<file path="config.mk">
export PLATFORM = sky130hd
export DESIGN_NAME = stream_sink
export DESIGN_NICKNAME = d
export VERILOG_FILES = /design/src/logic/sink_pkg.sv /design/src/logic/sink_addr_fifo.sv /design/src/logic/sink_addr_gen.sv /design/src/logic/stream_sink.sv
export SDC_FILE = /design/constraint.sdc
export NUM_CORES = 1
export LEC_CHECK = 0
export BUFFER_PORTS_ARGS = -buffer_cell sky130_fd_sc_hd__buf_2
export CORE_MARGIN = 4
export CORE_UTILIZATION = 39
export DETAILED_ROUTE_END_ITERATION = 7
export GPL_TIMING_DRIVEN = 1
export PLACE_DENSITY_LB_ADDON = 0.3
export SLEW_MARGIN = 15
export SYNTH_ARGS = -nofsm -noshare
export SYNTH_HDL_FRONTEND = slang
export SYNTH_SLANG_ARGS = --single-unit
</file>
<file path="constraint.sdc">
create_clock -name clk_i -period 3.4 [get_ports clk_i]
set_clock_uncertainty 0.15 [all_clocks]
set_input_delay 0.17 -clock clk_i [delete_from_list [all_inputs] [get_ports clk_i]]
set_output_delay 0.17 -clock clk_i [all_outputs]
set_load 0.02 [all_outputs]
</file>
<file path="src/logic/sink_pkg.sv">
// Width constants, control and flag structs, stream beat, memory request and FSM state enum.
package sink_pkg;

  // Stream and memory word width.
  localparam int unsigned DATA_W = 32;
  // Width of byte and word address fields.
  localparam int unsigned ADDR_W = 32;
  // One byte enable per byte of the word.
  localparam int unsigned STRB_W = DATA_W / 8;

  typedef enum logic [1:0] {
    SINK_IDLE,
    SINK_WORKING,
    SINK_DONE
  } sink_state_e;

  // Job description, all fields counted in words.
  typedef struct packed {
    logic        [ADDR_W-1:0] base_addr;
    logic        [ADDR_W-1:0] word_length;
    logic signed [ADDR_W-1:0] word_stride;
  } addr_ctrl_t;

  typedef struct packed {
    logic       req_start;
    addr_ctrl_t addr_ctrl;
  } sink_ctrl_t;

  typedef struct packed {
    logic ready_start;
    logic done;
    logic addr_done;
  } sink_flags_t;

  typedef struct packed {
    logic [DATA_W-1:0] data;
    logic [STRB_W-1:0] strb;
  } stream_beat_t;

  // Scratchpad request, wen is active low.
  typedef struct packed {
    logic              req;
    logic              wen;
    logic [ADDR_W-1:0] add;
    logic [STRB_W-1:0] be;
    logic [DATA_W-1:0] data;
  } mem_req_t;

endpackage

</file>
<file path="src/logic/sink_addr_fifo.sv">
// Circular valid/ready FIFO for word addresses with an occupancy count.
module sink_addr_fifo #(
  parameter int unsigned DEPTH = 2
) (
  input  logic                        clk_i,
  input  logic                        rst_ni,
  input  logic                        clear_i,
  input  logic [sink_pkg::ADDR_W-1:0] push_data_i,
  input  logic                        push_valid_i,
  output logic                        push_ready_o,
  output logic [sink_pkg::ADDR_W-1:0] pop_data_o,
  output logic                        pop_valid_o,
  input  logic                        pop_ready_i
);
  import sink_pkg::*;

  localparam int unsigned PTR_W = (DEPTH > 1) ? $clog2(DEPTH) : 1;
  localparam int unsigned CNT_W = $clog2(DEPTH + 1);

  logic [ADDR_W-1:0] mem_q [DEPTH];
  logic [PTR_W-1:0]  wr_ptr_q, rd_ptr_q;
  logic [CNT_W-1:0]  count_q;
  logic              push, pop;

  assign push_ready_o = (count_q != CNT_W'(DEPTH));
  assign pop_valid_o  = (count_q != '0);
  assign pop_data_o   = mem_q[rd_ptr_q];

  assign push = push_valid_i & push_ready_o;
  assign pop  = pop_valid_o & pop_ready_i;

  always_ff @(posedge clk_i or negedge rst_ni) begin
    if (!rst_ni) begin
      wr_ptr_q <= '0;
      rd_ptr_q <= '0;
      count_q  <= '0;
    end else if (clear_i) begin
      wr_ptr_q <= '0;
      rd_ptr_q <= '0;
      count_q  <= '0;
    end else begin
      if (push) begin
        wr_ptr_q <= (wr_ptr_q == PTR_W'(DEPTH - 1)) ? '0 : wr_ptr_q + PTR_W'(1);
      end
      if (pop) begin
        rd_ptr_q <= (rd_ptr_q == PTR_W'(DEPTH - 1)) ? '0 : rd_ptr_q + PTR_W'(1);
      end
      // Simultaneous push and pop leave the count unchanged.
      if (push && !pop) begin
        count_q <= count_q + CNT_W'(1);
      end else if (pop && !push) begin
        count_q <= count_q - CNT_W'(1);
      end
    end
  end

  always_ff @(posedge clk_i) begin
    if (push) begin
      mem_q[wr_ptr_q] <= push_data_i;
    end
  end

endmodule

</file>
<file path="src/logic/sink_addr_gen.sv">
// Strided word-address generator with presampled control fields and a done flag.
module sink_addr_gen #(
  parameter int unsigned CNT_W = 16
) (
  input  logic                      clk_i,
  input  logic                      rst_ni,
  input  logic                      clear_i,
  input  logic                      enable_i,
  input  logic                      presample_i,
  input  sink_pkg::addr_ctrl_t      ctrl_i,
  output logic [sink_pkg::ADDR_W-1:0] addr_o,
  output logic                      addr_valid_o,
  input  logic                      addr_ready_i,
  output logic                      done_o
);
  import sink_pkg::*;

  addr_ctrl_t        ctrl_q;
  logic [ADDR_W-1:0] addr_q;
  logic [CNT_W-1:0]  count_q;
  logic              active_q;
  logic              done_q;
  logic              accept;
  logic              last_addr;

  assign addr_valid_o = enable_i & active_q;
  assign addr_o       = addr_q;
  assign done_o       = done_q;

  assign accept    = addr_valid_o & addr_ready_i;
  assign last_addr = (count_q == (ctrl_q.word_length[CNT_W-1:0] - CNT_W'(1)));

  // Job progress and completion.
  always_ff @(posedge clk_i or negedge rst_ni) begin
    if (!rst_ni) begin
      active_q <= 1'b0;
      count_q  <= '0;
      done_q   <= 1'b0;
    end else if (clear_i) begin
      active_q <= 1'b0;
      count_q  <= '0;
      done_q   <= 1'b0;
    end else if (presample_i) begin
      active_q <= 1'b1;
      count_q  <= '0;
      done_q   <= 1'b0;
    end else if (accept) begin
      count_q <= count_q + CNT_W'(1);
      if (last_addr) begin
        active_q <= 1'b0;
        done_q   <= 1'b1;
      end
    end
  end

  // Sampled job fields and the running address.
  always_ff @(posedge clk_i) begin
    if (presample_i) begin
      ctrl_q <= ctrl_i;
      addr_q <= ctrl_i.base_addr;
    end else if (accept) begin
      // Stride is signed, two's complement wrap gives negative steps.
      addr_q <= addr_q + ctrl_q.word_stride;
    end
  end

endmodule

</file>
<file path="src/logic/stream_sink.sv">
// Write streamer with job FSM, stream-to-memory binding, address count and done flag.
module stream_sink #(
  parameter int unsigned CNT_W      = 16,
  parameter int unsigned FIFO_DEPTH = 2
) (
  input  logic                   clk_i,
  input  logic                   rst_ni,
  input  logic                   clear_i,
  input  sink_pkg::sink_ctrl_t   ctrl_i,
  output sink_pkg::sink_flags_t  flags_o,
  input  logic                   stream_valid_i,
  input  sink_pkg::stream_beat_t stream_i,
  output logic                   stream_ready_o,
  output sink_pkg::mem_req_t     mem_req_o,
  input  logic                   mem_gnt_i
);
  import sink_pkg::*;

  sink_state_e       cs_q, ns_d;
  logic              gen_en, gen_clr, gen_presample, gen_done;
  logic [ADDR_W-1:0] gen_addr;
  logic              gen_valid, gen_ready;
  logic [ADDR_W-1:0] fifo_addr;
  logic              fifo_valid, fifo_ready;
  logic [CNT_W-1:0]  len_q, cnt_q;
  logic              cnt_clr;
  logic              done;
  logic              active;

  // A start request is only taken while idle.
  assign gen_presample = ctrl_i.req_start & (cs_q == SINK_IDLE);

  sink_addr_gen #(
    .CNT_W ( CNT_W )
  ) i_addr_gen (
    .clk_i        ( clk_i            ),
    .rst_ni       ( rst_ni           ),
    .clear_i      ( gen_clr          ),
    .enable_i     ( gen_en           ),
    .presample_i  ( gen_presample    ),
    .ctrl_i       ( ctrl_i.addr_ctrl ),
    .addr_o       ( gen_addr         ),
    .addr_valid_o ( gen_valid        ),
    .addr_ready_i ( gen_ready        ),
    .done_o       ( gen_done         )
  );

  sink_addr_fifo #(
    .DEPTH ( FIFO_DEPTH )
  ) i_addr_fifo (
    .clk_i        ( clk_i      ),
    .rst_ni       ( rst_ni     ),
    .clear_i      ( clear_i    ),
    .push_data_i  ( gen_addr   ),
    .push_valid_i ( gen_valid  ),
    .push_ready_o ( gen_ready  ),
    .pop_data_o   ( fifo_addr  ),
    .pop_valid_o  ( fifo_valid ),
    .pop_ready_i  ( fifo_ready )
  );

  // Memory port binding, word address to byte address.
  assign active          = (cs_q != SINK_IDLE);
  assign mem_req_o.req   = active & stream_valid_i & fifo_valid;
  assign mem_req_o.wen   = 1'b0;
  assign mem_req_o.add   = active ? {fifo_addr[ADDR_W-3:0], 2'b00} : '0;
  assign mem_req_o.be    = active ? stream_i.strb : '0;
  assign mem_req_o.data  = active ? stream_i.data : '0;

  assign stream_ready_o = ~stream_valid_i | (mem_gnt_i & fifo_valid);
  // Each stream transfer consumes exactly one address.
  assign fifo_ready     = stream_valid_i & stream_ready_o;

  assign flags_o.ready_start = (cs_q == SINK_IDLE) | done;
  assign flags_o.done        = done;
  assign flags_o.addr_done   = gen_done;

  always_ff @(posedge clk_i or negedge rst_ni) begin
    if (!rst_ni) begin
      cs_q <= SINK_IDLE;
    end else if (clear_i) begin
      cs_q <= SINK_IDLE;
    end else begin
      cs_q <= ns_d;
    end
  end

  always_comb begin
    ns_d    = cs_q;
    done    = 1'b0;
    gen_en  = 1'b0;
    gen_clr = clear_i;
    cnt_clr = 1'b0;
    case (cs_q)
      SINK_IDLE: begin
        if (ctrl_i.req_start) begin
          ns_d   = SINK_WORKING;
          gen_en = 1'b1;
        end
      end
      SINK_WORKING: begin
        gen_en = 1'b1;
        if (gen_done) begin
          ns_d = SINK_DONE;
        end
      end
      SINK_DONE: begin
        gen_en = 1'b1;
        // All addresses handed out, wait for the last write.
        if (cnt_q == len_q) begin
          ns_d    = SINK_IDLE;
          done    = 1'b1;
          gen_en  = 1'b0;
          gen_clr = 1'b1;
          cnt_clr = 1'b1;
        end
      end
      default: ns_d = SINK_IDLE;
    endcase
  end

  always_ff @(posedge clk_i or negedge rst_ni) begin
    if (!rst_ni) begin
      cnt_q <= '0;
    end else if (clear_i || cnt_clr) begin
      cnt_q <= '0;
    end else if (fifo_valid && fifo_ready) begin
      cnt_q <= cnt_q + CNT_W'(1);
    end
  end

  always_ff @(posedge clk_i) begin
    if (gen_presample) begin
      len_q <= ctrl_i.addr_ctrl.word_length[CNT_W-1:0];
    end
  end

endmodule

</file>
==> impl_metrics.ini <==
[timing]
drv_slew = 0
relSlewSlack = 0.327
rsz0062_at_grt = false
setup_viol = 0
fin_ws_ps = 232
maxClockFrequency_ghz = 0.316
tightest_slew_ps = 1010
period_minus_slack_ps = 3170
setup_tns_ps = 0
hold_viol = 0
finalCritPeriodShare = 0.932

[floorplan]
die_area_mm2 = 0.0271
core-area_mm2 = 0.0242
die_h_um = 165
row_count = 57
die_width_um = 165
start_util = 0.395
ios = 212

[synth]
synth_compound_gate_area_share = 0.113
syn_avg_cell_area_um2 = 11.1
synth-seq-area-share = 0.532
synthSimpleGateAreaFrac = 0.169
async_flop_share = 0.227
ys_types = 72
synthTopCellsByArea = edfxtp_1 (43%), dfrtp_1 (10%), xor2_1 (5.1%)
synth_xor_area_frac = 0.0798
synth_flop_cell = edfxtp_1
synth_top_family_by_area = simple AND/OR/NAND/NOR gates
synth_fa_ha_area_frac = 0.0440
synthMuxAreaShare = 0.0347
yosysWarnings = 0
synth-seq-cells = 176
yosysTopAreaCellShare = 0.428
synth_edf_count = 136
yosysTopAreaCell = edfxtp_1
postSynthCellCount = 861
syn_area_mm2 = 0.00955

[worst_setup_path]
cp-start-kind = register
rr_startpoint = i_addr_gen.addr_o[0]
worst_setup_path_end_kind = register
crit_type = register to register
arrival_ps = 3200
setup.worst_path.start = i_addr_gen.addr_o[0]
crit_path_max_fanout = 4
crit_required_ps = 3430

[clock_tree]
tritoncts = done
clk_pin_slew_ps = 70
cts_buffer_depth = 2
cts.sinks = 176
cts_setup_buffers = 0
worstSkewPairLatency_ps = 440
root_buffer = clkbuf_16
htreeDepth = 4
cts_inserted_buffers = 17
cts-resized-gates = 0

[run_status]
status = finished clean

[cells_and_area]
final_common_cell = buf_2
nFillCells = 2150
instances_no_fill = 1451
drive_above_1_share = 0.224
ff_latch_area_mm2 = 0.00509
fin_util = 0.503
diodes = 0
multi_input_area_mm2 = 0.00424
nNetsFinal = 1286
areaGrowthSynthToFinish_pct = 27.3
layout_common_cells = buf_2 (188), edfxtp_1 (136), nor2_1 (107)

[route]
drc = 0
routed_wl_mm = 24.1
avgViaCountPerCell = 5.09
drt_first_pass_iters = 6
via_count = 7385
routedWlPerCell_um = 16.6
detail-route-antenna-nets = 0
drtIter0Drc = 425

[global_route]
grt_pass1_wl_mm = 38.2
use_met2 = 0.309
met1_usage = 0.237
grt.busiest_layer = met2
antenna_found_initial = 1
grt_util_met3 = 0.0304
grt-ovfl-total = 0
grtUsageTotal = 0.181
grt_pass1_vias = 7195
grt_max_degree = 68

[power_and_ir_drop]
ir_worst_vdd_mv = 0.274
total_power_uw = 6030
powerDensity_mw_per_mm2 = 496
p_leak_uw = 0.00493

[run]
cap_violations = 0

[place]
dp_hpwl_mm = 16.8
routabilityCongestion = 0.855
dp.cells = 1344
pre_cts_ws_ps = 295
io_buffer_count = 188

[worst_hold_path]
hold_start = ctrl_i[92]
holdCritPathClass = input port to register
==> path summary, 6_finish.rpt <==
check,cells after the start,slack [ps],to
min,3,3,i_addr_gen.addr_o[28]
min in group asynchronous,2,270,cnt_q[11]
max in group asynchronous,2,2200,i_addr_fifo.rd_ptr_q
max reg2reg,9,230,i_addr_gen.addr_o[14]
max,9,230,i_addr_gen.addr_o[14]
min reg2reg,0,340,i_addr_fifo.mem_q[0][4]
==> what timing repair did <==
item | in CTS | in global routing
setup endpoints to repair | 0 | 0
hold endpoints to repair | 119 | 0
hold buffers | 76 | 0
==> cells by family (layout without fill, tap and decap cells) <==
group                    after synthesis  after routing
XOR/XNOR                              87             87
AND/OR/NAND/NOR                      311            311
AO/OA/AOI/OAI                        162            162
adder cells (fa/ha/maj)               33             33
other                                  1              3
flip-flops                           176            176
multiplexers                          33             33
buffers and inverters                 58            322
==> sequential cells by signal (all words and copies together) (netlist names) <==
| signal | cells |
|---|---|
| i_addr_gen.addr_o | 30 |
| cs_q | 2 |
| i_addr_gen.done_o | 1 |
| i_addr_gen.ctrl_q | 46 |
| i_addr_fifo.count_q | 2 |
| i_addr_fifo.wr_ptr_q | 1 |
| i_addr_fifo.mem_q | 60 |
| i_addr_gen.active_q | 1 |
| i_addr_fifo.rd_ptr_q | 1 |
| cnt_q | 16 |
| i_addr_gen.count_q | 16 |
==> power breakdown <==
group	leakage (uW)	internal [uW]	total [uW]	switching (uW)
registers	0.00183	2580	2700	126
logic	0.00283	596	1390	791
clock network	0.000272	1040	1940	903
total	0.00493	4210	6030	1820
==> cells in the mapped netlist, drive strengths merged, types with 3 or more instances <==
cell type and number:
or3 8, o21ai 29, and3 10, mux2i 32, o21ba 3, a311oi 3, nand3 17, ha 32
nor3 9, o31ai 6, a21o 15, xnor2 31, and2 8, nor4b 7, nor4 8, a211oi 12
xor2 56, and4 5, clkbuf 28, o211ai 4, nand3b 4, dfrtp 40, edfxtp 136, o21bai 3
nand2 53, nor2b 42, a21boi 3, a31oi 6, o21a 7, inv 16, nor2 110, nand4 21
buf 13, a21oi 50
==> worst max-delay path: stages, from the launching register on <==
cell	delay, ps
edfxtp_1	420
ha_1	250
fa_1	430
a211oi_1	250
o21ai_1	200
o2111a_1	300
o21a_1	190
o21ai_0	370
nor4b_1	280
nor3_1	90
==> metrics by stage <==
stage | hold slack, ps | area, um2
final | 2.65 | 12200
after global routing | 15.7 | 12200
after CTS | 2.83 | 12200
after detailed placement | 198 | 10800
after global placement | 197 | 10800
after floorplan | -276 | 9560
==> area by class of cell <==
cell class,count,area share
Clock buffer,17,0.0350
Multi-Input combinational cell,629,0.348
Sequential cell,176,0.418
Inverter,17,0.00525
Clock inverter,14,0.0127
Timing Repair Buffer,274,0.147
Tap cell,324,0.0333
==> routing by layer <==
layer | share of wire | wire length [um]
met3 | 0.039 | 934
met5 | 0 | 0
met2 | 0.50 | 12000
met4 | 0.019 | 463
met1 | 0.45 | 10800
Note: power is estimated with default switching activity, not from simulation.
